### config.mk
export PLATFORM = sky130hd
export DESIGN_NAME = rv32_csr_top
export DESIGN_NICKNAME = d
export VERILOG_FILES = /design/src/rtl/csr_pkg.sv /design/src/rtl/csr_access_if.sv /design/src/rtl/csr_op_decode.sv /design/src/rtl/machine_csr_regs.sv /design/src/rtl/mvu_csr_bank.sv /design/src/rtl/csr_read_mux.sv /design/src/rtl/rv32_csr_top.sv
export VERILOG_INCLUDE_DIRS = /design/src /design/src/rtl
export SDC_FILE = /design/constraint.sdc
export NUM_CORES = 1
export LEC_CHECK = 0
export BUFFER_PORTS_ARGS = -buffer_cell sky130_fd_sc_hd__buf_2
export CORE_UTILIZATION = 60
export CTS_CLUSTER_DIAMETER = 50
export CTS_CLUSTER_SIZE = 10
export DETAILED_ROUTE_END_ITERATION = 12
export HOLD_SLACK_MARGIN = 0.06
export PLACE_DENSITY = 0.91
export RECOVER_POWER = 50
export SYNTH_ARGS = -nofsm -noshare
export SYNTH_HDL_FRONTEND = slang
export SYNTH_HIERARCHICAL = 1
export SYNTH_SLANG_ARGS = --single-unit
### constraint.sdc
create_clock -name clk -period 4.2 [get_ports clk]
set_clock_uncertainty 0.15 [all_clocks]
set_input_delay 0.42 -clock clk [delete_from_list [all_inputs] [get_ports clk]]
set_output_delay 0.42 -clock clk [all_outputs]
set_load 0.1 [all_outputs]
### src/rtl/csr_defines.svh
`ifndef CSR_DEFINES_SVH
`define CSR_DEFINES_SVH

// word and address widths
`define XLEN        32
`define CSR_ADDR_W  12

// identity values for the read-only registers
`define HART_ID     32'h0000_0000
`define MARCHID     32'h0000_0017

// rv32im, mxl field = 1
`define ISA_CODE    32'h4000_1100

// interrupt bit positions in mip / mie
`define IRQ_M_EXT   11
`define IRQ_MVU     16

// writable interrupt bits: 3, 7, 11, 16
`define MIP_MASK    32'h0001_0888

`endif

### src/rtl/csr_pkg.sv
`include "csr_defines.svh"

package csr_pkg;

    // implemented csr addresses
    typedef enum logic [`CSR_ADDR_W-1:0] {
        CSR_MSTATUS        = 12'h300,
        CSR_MISA           = 12'h301,
        CSR_MIE            = 12'h304,
        CSR_MTVEC          = 12'h305,
        CSR_MEPC           = 12'h341,
        CSR_MCAUSE         = 12'h342,
        CSR_MTVAL          = 12'h343,
        CSR_MIP            = 12'h344,
        CSR_MVU_WBASEPTR   = 12'h7C0,
        CSR_MVU_IBASEPTR   = 12'h7C1,
        CSR_MVU_OBASEPTR   = 12'h7C2,
        CSR_MVU_PRECISION  = 12'h7C3,
        CSR_MVU_QUANT      = 12'h7C4,
        CSR_MVU_COMMAND    = 12'h7C5,
        CSR_MVU_STATUS     = 12'h7C6,
        CSR_MCYCLE         = 12'hB00,
        CSR_MCYCLEH        = 12'hB80,
        CSR_MVENDORID      = 12'hF11,
        CSR_MARCHID        = 12'hF12,
        CSR_MIMPID         = 12'hF13,
        CSR_MHARTID        = 12'hF14
    } csr_addr_e;

    typedef enum logic [2:0] {
        CSR_OP_NONE  = 3'd0,
        CSR_OP_RW    = 3'd1,
        CSR_OP_SET   = 3'd2,
        CSR_OP_CLEAR = 3'd3,
        CSR_OP_MRET  = 3'd4
    } csr_op_e;

    // mstatus, machine-mode fields only
    typedef struct packed {
        logic        sd;
        logic [17:0] rsvd_hi;
        logic [1:0]  mpp;
        logic [2:0]  rsvd_mid;
        logic        mpie;
        logic [2:0]  rsvd_lo;
        logic        mie;
        logic [2:0]  rsvd_low;
    } mstatus_fields_t;

    typedef union packed {
        mstatus_fields_t    fields;
        logic [`XLEN-1:0]   raw;
    } mstatus_u;

endpackage

### src/rtl/csr_access_if.sv
`timescale 1ns/10ps
`include "csr_defines.svh"

// one decoded csr access, decoder to register blocks
interface csr_access_if
    import csr_pkg::*;
();

    csr_addr_e          addr;
    logic [`XLEN-1:0]   wdata;
    logic               we;
    logic               re;
    logic               mret;

    modport master (
        output addr, wdata, we, re, mret
    );

    modport slave (
        input  addr, wdata, we, re, mret
    );

endinterface

### src/rtl/csr_op_decode.sv
`timescale 1ns/10ps
`include "csr_defines.svh"

module csr_op_decode import csr_pkg::*; (
    input  csr_op_e             op_i,
    input  csr_addr_e           addr_i,
    input  logic [`XLEN-1:0]    operand_i,
    input  logic [`XLEN-1:0]    rdata_i,
    csr_access_if.master        acc
);

    assign acc.addr = addr_i;

    // ========================================
    // strobes
    // ========================================
    // kept apart from the data path so the
    // read data feedback forms no loop
    always_comb begin
        acc.we   = 1'b0;
        acc.re   = 1'b0;
        acc.mret = 1'b0;
        case (op_i)
            CSR_OP_RW, CSR_OP_SET, CSR_OP_CLEAR: begin
                acc.we = 1'b1;
                acc.re = 1'b1;
            end
            CSR_OP_MRET: begin
                acc.mret = 1'b1;
            end
            default: begin
                acc.we = 1'b0;
            end
        endcase
    end

    // ========================================
    // write data
    // ========================================
    always_comb begin
        case (op_i)
            // read-modify-write against the current value
            CSR_OP_SET:   acc.wdata = operand_i | rdata_i;
            CSR_OP_CLEAR: acc.wdata = rdata_i & ~operand_i;
            default:      acc.wdata = operand_i;
        endcase
    end

endmodule

### src/rtl/machine_csr_regs.sv
`timescale 1ns/10ps
`include "csr_defines.svh"

module machine_csr_regs import csr_pkg::*; (
    input  logic                clk,
    input  logic                rst_n,
    csr_access_if.slave         acc,
    input  logic [`XLEN-1:0]    boot_addr_i,
    input  logic [`XLEN-1:0]    pc_i,
    input  logic [4:0]          cause_i,
    input  logic                irq_i,
    input  logic                mvu_irq_i,
    input  logic                count_en_i,
    output logic [`XLEN-1:0]    rdata_o,
    output logic                hit_o,
    output logic                irq_valid_o,
    output logic [`XLEN-1:0]    irq_target_o
);

    // mie, mpie and mpp
    localparam logic [`XLEN-1:0] MSTATUS_WMASK = 32'h0000_1888;

    mstatus_u           mstatus_q, mstatus_d;
    logic [`XLEN-1:0]   mie_q, mie_d;
    logic [`XLEN-1:0]   mip_q, mip_d;
    logic [`XLEN-1:0]   mtvec_q, mtvec_d;
    logic [`XLEN-1:0]   mepc_q, mepc_d;
    logic [`XLEN-1:0]   mcause_q, mcause_d;
    logic [`XLEN-1:0]   mtval_q, mtval_d;
    logic [63:0]        mcycle_q;
    logic               irq_taken;
    logic               epc_captured_q, epc_captured_d;
    logic               boot_load_q;
    logic               mip_we;

    // ========================================
    // read port
    // ========================================
    always_comb begin
        hit_o   = 1'b1;
        rdata_o = '0;
        case (acc.addr)
            CSR_MSTATUS:    rdata_o = mstatus_q.raw;
            CSR_MISA:       rdata_o = `ISA_CODE;
            CSR_MIE:        rdata_o = mie_q;
            CSR_MTVEC:      rdata_o = mtvec_q;
            CSR_MEPC:       rdata_o = mepc_q;
            CSR_MCAUSE:     rdata_o = mcause_q;
            CSR_MTVAL:      rdata_o = mtval_q;
            CSR_MIP:        rdata_o = mip_q;
            CSR_MCYCLE:     rdata_o = mcycle_q[31:0];
            CSR_MCYCLEH:    rdata_o = mcycle_q[63:32];
            CSR_MARCHID:    rdata_o = `MARCHID;
            CSR_MHARTID:    rdata_o = `HART_ID;
            // vendor and impl id are not implemented
            CSR_MVENDORID, CSR_MIMPID: rdata_o = '0;
            default:        hit_o = 1'b0;
        endcase
    end

    // ========================================
    // write, trap entry and return
    // ========================================
    assign irq_taken = mstatus_q.fields.mie & mip_q[`IRQ_MVU] & mie_q[`IRQ_MVU];
    assign mip_we    = acc.we && (acc.addr == CSR_MIP);

    always_comb begin
        mstatus_d      = mstatus_q;
        mie_d          = mie_q;
        mip_d          = mip_q;
        mtvec_d        = boot_load_q ? boot_addr_i : mtvec_q;
        mepc_d         = mepc_q;
        mcause_d       = mcause_q;
        mtval_d        = mtval_q;
        epc_captured_d = epc_captured_q;

        // misa, mcause, counters and id registers ignore writes
        if (acc.we) begin
            case (acc.addr)
                CSR_MSTATUS: mstatus_d.raw = acc.wdata & MSTATUS_WMASK;
                CSR_MIE:     mie_d = (mie_q & ~`MIP_MASK) | (acc.wdata & `MIP_MASK);
                CSR_MTVEC:   mtvec_d = acc.wdata;
                CSR_MEPC:    mepc_d = {acc.wdata[`XLEN-1:1], 1'b0};
                CSR_MTVAL:   mtval_d = acc.wdata;
                CSR_MIP:     mip_d = (mip_q & ~`MIP_MASK) | (acc.wdata & `MIP_MASK);
                default:     mtval_d = mtval_q;
            endcase
        end

        // external line is a level, mvu bit holds until software clears it
        mip_d[`IRQ_M_EXT] = irq_i;
        mip_d[`IRQ_MVU]   = mip_we ? acc.wdata[`IRQ_MVU] : (mip_q[`IRQ_MVU] | mvu_irq_i);

        if (irq_taken) begin
            mcause_d              = {1'b1, 26'b0, cause_i};
            mstatus_d.fields.mpie = mstatus_q.fields.mie;
            // mepc only on the first cycle
            if (!epc_captured_q) begin
                mepc_d         = pc_i;
                epc_captured_d = 1'b1;
            end
        end

        if (acc.mret) begin
            mstatus_d.fields.mie  = mstatus_q.fields.mpie;
            mstatus_d.fields.mpie = 1'b1;
            epc_captured_d        = 1'b0;
        end
    end

    always_ff @(posedge clk or negedge rst_n) begin
        if (!rst_n) begin
            mstatus_q      <= '0;
            mie_q          <= '0;
            mip_q          <= '0;
            mtvec_q        <= '0;
            mepc_q         <= '0;
            mcause_q       <= '0;
            mtval_q        <= '0;
            epc_captured_q <= 1'b0;
            boot_load_q    <= 1'b1;
        end else begin
            mstatus_q      <= mstatus_d;
            mie_q          <= mie_d;
            mip_q          <= mip_d;
            mtvec_q        <= mtvec_d;
            mepc_q         <= mepc_d;
            mcause_q       <= mcause_d;
            mtval_q        <= mtval_d;
            epc_captured_q <= epc_captured_d;
            boot_load_q    <= 1'b0;
        end
    end

    // free-running cycle counter
    always_ff @(posedge clk or negedge rst_n) begin
        if (!rst_n) begin
            mcycle_q <= '0;
        end else if (count_en_i) begin
            mcycle_q <= mcycle_q + 64'd1;
        end
    end

    // ========================================
    // interrupt outputs
    // ========================================
    assign irq_valid_o = mstatus_q.fields.mie & (|mip_q);

    // mret wins so the return target shows even with mip.mvu still set
    assign irq_target_o = acc.mret  ? mepc_q  :
                          irq_taken ? mtvec_q : '0;

endmodule

### src/rtl/mvu_csr_bank.sv
`timescale 1ns/10ps
`include "csr_defines.svh"

module mvu_csr_bank import csr_pkg::*; (
    input  logic                clk,
    input  logic                rst_n,
    csr_access_if.slave         acc,
    input  logic [`XLEN-1:0]    mvu_status_i,
    output logic [`XLEN-1:0]    rdata_o,
    output logic                hit_o,
    output logic [`XLEN-1:0]    mvu_wbaseptr_o,
    output logic [`XLEN-1:0]    mvu_ibaseptr_o,
    output logic [`XLEN-1:0]    mvu_obaseptr_o,
    output logic [`XLEN-1:0]    mvu_precision_o,
    output logic [`XLEN-1:0]    mvu_quant_o,
    output logic [`XLEN-1:0]    mvu_command_o,
    output logic                mvu_start_o
);

    // read port, status comes straight from the accelerator
    always_comb begin
        hit_o   = 1'b1;
        rdata_o = '0;
        case (acc.addr)
            CSR_MVU_WBASEPTR:  rdata_o = mvu_wbaseptr_o;
            CSR_MVU_IBASEPTR:  rdata_o = mvu_ibaseptr_o;
            CSR_MVU_OBASEPTR:  rdata_o = mvu_obaseptr_o;
            CSR_MVU_PRECISION: rdata_o = mvu_precision_o;
            CSR_MVU_QUANT:     rdata_o = mvu_quant_o;
            CSR_MVU_COMMAND:   rdata_o = mvu_command_o;
            CSR_MVU_STATUS:    rdata_o = mvu_status_i;
            default:           hit_o = 1'b0;
        endcase
    end

    always_ff @(posedge clk or negedge rst_n) begin
        if (!rst_n) begin
            mvu_wbaseptr_o  <= '0;
            mvu_ibaseptr_o  <= '0;
            mvu_obaseptr_o  <= '0;
            mvu_precision_o <= '0;
            mvu_quant_o     <= '0;
            mvu_command_o   <= '0;
            mvu_start_o     <= 1'b0;
        end else begin
            // one-cycle start after a command write
            mvu_start_o <= acc.we && (acc.addr == CSR_MVU_COMMAND);
            if (acc.we) begin
                case (acc.addr)
                    CSR_MVU_WBASEPTR:  mvu_wbaseptr_o  <= acc.wdata;
                    CSR_MVU_IBASEPTR:  mvu_ibaseptr_o  <= acc.wdata;
                    CSR_MVU_OBASEPTR:  mvu_obaseptr_o  <= acc.wdata;
                    CSR_MVU_PRECISION: mvu_precision_o <= acc.wdata;
                    CSR_MVU_QUANT:     mvu_quant_o     <= acc.wdata;
                    CSR_MVU_COMMAND:   mvu_command_o   <= acc.wdata;
                    default:           mvu_command_o   <= mvu_command_o;
                endcase
            end
        end
    end

endmodule

### src/rtl/csr_read_mux.sv
`timescale 1ns/10ps
`include "csr_defines.svh"

module csr_read_mux (
    csr_access_if.slave         acc,
    input  logic [`XLEN-1:0]    mach_rdata_i,
    input  logic                mach_hit_i,
    input  logic [`XLEN-1:0]    mvu_rdata_i,
    input  logic                mvu_hit_i,
    output logic [`XLEN-1:0]    rdata_o,
    output logic                exception_o
);

    logic any_hit;
    logic access;

    assign any_hit = mach_hit_i | mvu_hit_i;
    assign access  = acc.re | acc.we;

    // ========================================
    // merge and illegal access
    // ========================================
    // at most one block hits, the other returns zero
    assign rdata_o = mach_rdata_i | mvu_rdata_i;

    // unknown address during a read or write
    assign exception_o = access & ~any_hit;

endmodule

### src/rtl/rv32_csr_top.sv
`timescale 1ns/10ps
`include "csr_defines.svh"

module rv32_csr_top import csr_pkg::*; (
    input  logic                    clk,
    input  logic                    rst_n,
    // csr access from the core
    input  logic [2:0]              csr_op_i,
    input  logic [`CSR_ADDR_W-1:0]  csr_addr_i,
    input  logic [`XLEN-1:0]        csr_wdata_i,
    output logic [`XLEN-1:0]        csr_rdata_o,
    output logic                    csr_exception_o,
    // trap and counter inputs
    input  logic [`XLEN-1:0]        boot_addr_i,
    input  logic [`XLEN-1:0]        pc_i,
    input  logic [4:0]              cause_i,
    input  logic                    irq_i,
    input  logic                    mvu_irq_i,
    input  logic                    count_en_i,
    output logic                    irq_valid_o,
    output logic [`XLEN-1:0]        irq_target_o,
    // accelerator side
    input  logic [`XLEN-1:0]        mvu_status_i,
    output logic [`XLEN-1:0]        mvu_wbaseptr_o,
    output logic [`XLEN-1:0]        mvu_ibaseptr_o,
    output logic [`XLEN-1:0]        mvu_obaseptr_o,
    output logic [`XLEN-1:0]        mvu_precision_o,
    output logic [`XLEN-1:0]        mvu_quant_o,
    output logic [`XLEN-1:0]        mvu_command_o,
    output logic                    mvu_start_o
);

    csr_op_e            op;
    csr_addr_e          addr;
    logic [`XLEN-1:0]   mach_rdata;
    logic [`XLEN-1:0]   mvu_rdata;
    logic               mach_hit;
    logic               mvu_hit;

    // raw codes onto the enum types, unknown values fall to default
    assign op   = csr_op_e'(csr_op_i);
    assign addr = csr_addr_e'(csr_addr_i);

    csr_access_if acc ();

    csr_op_decode u_decode (
        .op_i       (op),
        .addr_i     (addr),
        .operand_i  (csr_wdata_i),
        .rdata_i    (csr_rdata_o),
        .acc        (acc)
    );

    machine_csr_regs u_mach (
        .clk          (clk),
        .rst_n        (rst_n),
        .acc          (acc),
        .boot_addr_i  (boot_addr_i),
        .pc_i         (pc_i),
        .cause_i      (cause_i),
        .irq_i        (irq_i),
        .mvu_irq_i    (mvu_irq_i),
        .count_en_i   (count_en_i),
        .rdata_o      (mach_rdata),
        .hit_o        (mach_hit),
        .irq_valid_o  (irq_valid_o),
        .irq_target_o (irq_target_o)
    );

    mvu_csr_bank u_mvu (
        .clk             (clk),
        .rst_n           (rst_n),
        .acc             (acc),
        .mvu_status_i    (mvu_status_i),
        .rdata_o         (mvu_rdata),
        .hit_o           (mvu_hit),
        .mvu_wbaseptr_o  (mvu_wbaseptr_o),
        .mvu_ibaseptr_o  (mvu_ibaseptr_o),
        .mvu_obaseptr_o  (mvu_obaseptr_o),
        .mvu_precision_o (mvu_precision_o),
        .mvu_quant_o     (mvu_quant_o),
        .mvu_command_o   (mvu_command_o),
        .mvu_start_o     (mvu_start_o)
    );

    csr_read_mux u_mux (
        .acc          (acc),
        .mach_rdata_i (mach_rdata),
        .mach_hit_i   (mach_hit),
        .mvu_rdata_i  (mvu_rdata),
        .mvu_hit_i    (mvu_hit),
        .rdata_o      (csr_rdata_o),
        .exception_o  (csr_exception_o)
    );

endmodule

* After elaboration in Yosys (flattened, before gate mapping)
Cells that the tools add are included.
** Operators by class
- Add/sub/neg operators :: 1
- Equal/unequal tests :: 25
- Muxes and demuxes :: 24
- Bitwise logic cells :: 13
- Reductions and logical operators :: 23
** Operators with widths (count)
- $pmux 32 s11 :: 1
- $mux 32 :: 9
- $pmux 32 s7 :: 1
- $eq 12x10->1 const B :: 8
- $eq 12x11->1 const B :: 7
- $eq 12x12->1 const B :: 6
- $add 64x1->64 const B :: 1
- $or 32x17->32 :: 2
- $or 32x32->32 :: 2
- $pmux 32 s2 :: 1
- $and 32x32->32 :: 1
- $not 32->32 :: 1
- $reduce_or 32->1 :: 1
- $reduce_and 2->1 :: 12
- $mux 8 :: 2
- $reduce_or 14->1 :: 1
- $mux 1 :: 10
- $reduce_or 7->1 :: 1
- $eq 3x2->1 const B :: 2
- $reduce_bool 2->1 :: 3
- $reduce_bool 3->1 :: 2
- $and 1x1->1 :: 4
- $eq 3x1->1 const B :: 1
- $eq 3x3->1 const B :: 1
- 4 further kinds :: 6
** Word-level totals
- Register bits after elaboration :: 429
- Input bits :: 153
- Output and inout bits :: 259

* Longest topological paths before layout
- Depth in word-level cells :: 9
- Depth in mapped cells :: 13
- Mapped depth without buffers :: 10

* By module
Netlist, hierarchy kept.
** Modules (own cells, without submodules)
- machine_csr_regs :: times used 1, cells each 1047, area each 9689.3 µm², seq. area each 4505.6 µm²
- mvu_csr_bank :: times used 1, cells each 700, area each 9293.9 µm², seq. area each 4829.6 µm²
- csr_op_decode :: times used 1, cells each 89, area each 745.7 µm², seq. area each 0.0 µm²
- csr_read_mux :: times used 1, cells each 34, area each 209.0 µm², seq. area each 0.0 µm²

* Worst setup path after synthesis
OpenSTA, ideal clock, no wires.
- Kind :: in2out
- From :: in csr_addr_i[10]
- To :: out csr_exception_o
- Arrival time :: 3.825 ns
- Slack :: -0.195 ns
- Cell stages on the path :: 8
- Path buffers :: 2
- Path through :: buf_4 -> nand4bb_1 -> nor3_1 -> and3_1 -> buf_2 -> a2111oi_0 -> o31ai_1 -> nor3_1
** Between the ends
- Word-level cells in the longest chain between the ends :: 6
- Elaborated cells between the ends (all ways) :: 28
- Those cells by class :: eq/ne: 21; mux: 2; bitwise: 3; reduce/logical: 2
** RTL lines
- start, declared :: RTL line rv32_csr_top.sv:9 : input logic [`CSR_ADDR_W-1:0] csr_addr_i,
- $eq 12x10->1 / $eq 12x12->1 (equally long branches) :: RTL line machine_csr_regs.sv:42 : case (acc.addr)
- $reduce_or 14->1 (no line) *
- $mux 1 * :: RTL line machine_csr_regs.sv:42
- named net mach_hit :: RTL line rv32_csr_top.sv:37 : logic mach_hit;
- $or 1x1->1 * :: RTL line csr_read_mux.sv:17 : assign any_hit = mach_hit_i | mvu_hit_i;
- $not 1->1 * :: RTL line csr_read_mux.sv:27 : assign exception_o = access & ~any_hit;
- $and 1x1->1 * :: RTL line csr_read_mux.sv:27
- end, declared :: RTL line rv32_csr_top.sv:12 : output logic csr_exception_o,
Mark *: on every way through the listed nets, which the timed path passes. The rest lies on a longest branch.

* Worst setup path after layout
- From :: in csr_addr_i[1]
- To :: out csr_exception_o
Same word-level chain as after synthesis.

==> metrics.csv <==
stage;metric;value;unit
finish;nets;2469;
power_and_ir_drop;power_density;329;mW/mm^2
global_route;grt_pass1_wl;112;mm
logic_synthesis;synthesis.area;0.0199;sq mm
floorplan;io_pins;412;
logic_synthesis;syn-num-nets;2024;
worst_setup_path;cp-start-kind;input port;
timing;post-route-period-util;94.9;%
logic_synthesis;synth_top_family_by_area;multiplexers;
worst_setup_path;r2r_cells;7;
clocking;cts_buffer_depth;3;
logic_synthesis;synth.distinct_cells;86;
worst_setup_path;rr_startpoint;u_mvu/mvu_wbaseptr_o[29]$_DFFE_PN0P_;
power_and_ir_drop;peakVddDrop;0.366;mV
clocking;cts_max_level;2;
floorplan;start_util;61.1;%
clocking;clock-sinks;373;
global_route;use_met2;68.4;%
job;cap_violations;2;
placed_design;placedInstanceArea;0.0230;sq mm
timing;slew-limit-headroom;-89.3;%
global_route;grt_use_met3;11.7;%
worst_setup_path;worstPathArrival;3420;ps
timing;finalHoldViolations;0;
timing;setup_viol;0;
logic_synthesis;synth_edf_count;0;
finish;drive_above_1_share;29.0;%
floorplan;rows;66;
timing;rsz0062_at_grt;no;
worst_setup_path;required;3630;ps
placed_design;portBuffers;411;
logic_synthesis;syn_inst;1870;
drt;wl;76.3;mm
clocking;cts_made_buffers;44;
drt;drt-vias-per-instance;6.62;
timing;worstMarginPinSlew;2840;ps
finish;final_cell_mix;dfrtp_1 (372), nand2_1 (252), buf_2 (233);
worst_setup_path;critPathMaxFanout;14;
outcome;violations;max-capacitance violations, max-slew violations;
drt;postRouteAntennaNets;0;
clocking;cts_resized;0;
logic_synthesis;synth_seq_area_share;46.8;%
finish;final_common_cell;dfrtp_1;
placed_design;dp_hpwl;53.9;mm
clocking;cts_tree;done;
global_route;grt_antenna_before_repair;8;
clocking;cts_root_buf;clkbuf_16;
placed_design;finalWeightedCongestion;0.995;
drt;first_pass_iters;6;
hold_path;hold_path.class;input port to register;
hold_path;hold_start;boot_addr_i[18];
timing;drv_slew;136;
global_route;grt_max_degree;108;
worst_setup_path;regToRegSetupSlack;1290;ps
drt;first_iter_violations;1964;
global_route;grt_pass1_vias;18300;
logic_synthesis;synth-compound-area-share;9.83;%
logic_synthesis;synth_async_sr_flop_share;100;%
global_route;use_met1;55.3;%
floorplan;die_y;184;um
timing;fin_tns_setup;0;ps
logic_synthesis;synth.avg_cell_area;10.7;sq um
clocking;postCtsSetupRepairBufs;0;
worst_setup_path;crit_start;csr_addr_i[1];
drt;num_vias;18400;
floorplan;dieArea;0.0340;sq mm
logic_synthesis;synth_flop_cell;dfrtp_1;
worst_setup_path;r2r-end;u_mach/mtval_q[29]$_DFFE_PN0P_;
logic_synthesis;synthMuxAreaShare;20.6;%
drt;wl_per_cell;27.6;um
hold_path;hold_end;u_mach/mtvec_q[18]$_DFF_PN0_;
logic_synthesis;synth_simple_gate_area_share;16.2;%
timing;timing.fmax;251;MHz
worst_setup_path;path_class;input port to output port;
global_route;gr-total-overflow;0;
finish;stdcell_area;0.0246;sq mm
clocking;insertion_delay;540;ps
logic_synthesis;yosysWarnings;6;
finish;area_growth;23.2;%
timing;min_period;3990;ps
clocking;clk_pin_slew;50;ps
floorplan;core;0.0326;sq mm
floorplan;die_x;184;um
drt;drc_errors;0;
worst_setup_path;end_kind;output port;
power_and_ir_drop;p_leak;12.0;nW
logic_synthesis;synthXorXnorAreaFrac;2.77;%
logic_synthesis;synth-seq-cells;373;
outcome;status;finished, violations left;
hold_path;holdPathStages;3;
logic_synthesis;synth_fa_ha_area_share;0.0628;%
global_route;top_usage_layer;met2;
global_route;grt_usage;44.7;%
-- layer usage --
metal,part of all wire [%],vias to the layer above
met5,0.075,-
met4,8.0,8
met3,12,381
met2,44,1538
met1,36,8849
li1,-,7578
-- logic make-up after synthesis --
| family | count (synthesis) |
|---|---|
| other | 1 |
| AOI/OAI and AO/OA | 280 |
| and+or+nand+nor | 645 |
| muxes | 367 |
| adders and majority gates | 1 |
| xor gates and xnor gates | 63 |
| DFF | 373 |
| buffers and inverters | 140 |
-- synthesized netlist by cell type, types with 34 or more instances --
| library cell | count | area share (%) |
|---|---|---|
| dfrtp_1 | 372 | 47 |
| nand2_1 | 252 | 4.7 |
| mux2_2 | 219 | 12 |
| nor2_1 | 150 | 2.8 |
| mux2i_1 | 113 | 5.7 |
| clkbuf_1 | 67 | 1.3 |
| o21ai_0 | 52 | 1.3 |
| nor2b_1 | 45 | 1.4 |
| a21oi_1 | 40 | 1.0 |
| a22o_1 | 39 | 1.7 |
| xnor2_1 | 39 | 1.7 |
| nand4_1 | 37 | 1.2 |
| a31oi_1 | 34 | 1.1 |
-- how the worst max path moves through the flow --
stage	end	cells past startpoint	slack, ps
2_1_floorplan	irq_target_o[0]	5	480
3_3_place_gp	u_mach/mepc_q[19]$_DFF_PN0_	12	170
3_5_place_dp	u_mach/mepc_q[18]$_DFF_PN0_	12	160
4_1_cts	csr_exception_o	9	330
5_1_grt	csr_exception_o	9	190
6_report	csr_exception_o	9	210
-- per-stage QoR --
step                power [mW]  hold slack, ps  worst slack, ps  std cells  utilization (%)
floorplan                 4.28           -25.6              479       1870                -
global placement          4.60             303              168       2659             70.5
detailed placement        4.62             305              161       2659             70.5
CTS                       8.05            61.0              331       2765             75.8
global route              8.27            64.1              187       2769             75.3
finish                    8.08            69.1              213       2771             75.3
-- what timing repair did --
item,4_1_cts,5_1_grt
hold endpoints to repair,151,1
hold buffers,51,1
setup endpoints to repair,0,0
-- final cells by class --
cell class	count	area (sq um)
multi-input combinational	1357	9910
inverter	7	26.3
clock buffer	50	1160
fill	2240	8060
antenna	5	12.5
clock inverter	5	57.6
tap	442	553
timing repair buffer	532	3500
sequential	373	9340
-- power breakdown --
group	switching, mW	leakage [nW]	total [mW]	internal, mW
clock	1.46	0.604	3.46	2.00
combinational	0.541	6.38	0.819	0.278
sequential	0.114	5.02	3.80	3.69
total	2.12	12.0	8.08	5.96
-- critical path: stages --
cell and delay, ps:
buf_2 340, nand2b_1 310, nor3_1 180, and3_1 390, buf_4 300, a2111oi_0 510
o31ai_1 170, nor3_2 300, buf_2 490
-- state kept, by name (all words and copies together), names as in the netlist --
name	count
u_mach/boot_load_q	1
u_mach/mstatus_q	4
u_mvu/mvu_command_o	32
u_mach/mcause_q	6
u_mach/epc_captured_q	1
u_mach/mepc_q	32
u_mvu/mvu_wbaseptr_o	32
u_mach/mcycle_q	64
u_mvu/mvu_ibaseptr_o	32
u_mvu/mvu_start_o	1
u_mach/mip_q	4
u_mach/mtvec_q	32
u_mvu/mvu_precision_o	32
u_mvu/mvu_quant_o	32
u_mach/mie_q	4
u_mach/mtval_q	32
u_mvu/mvu_obaseptr_o	32
Note: power is estimated with default switching activity, not from simulation.
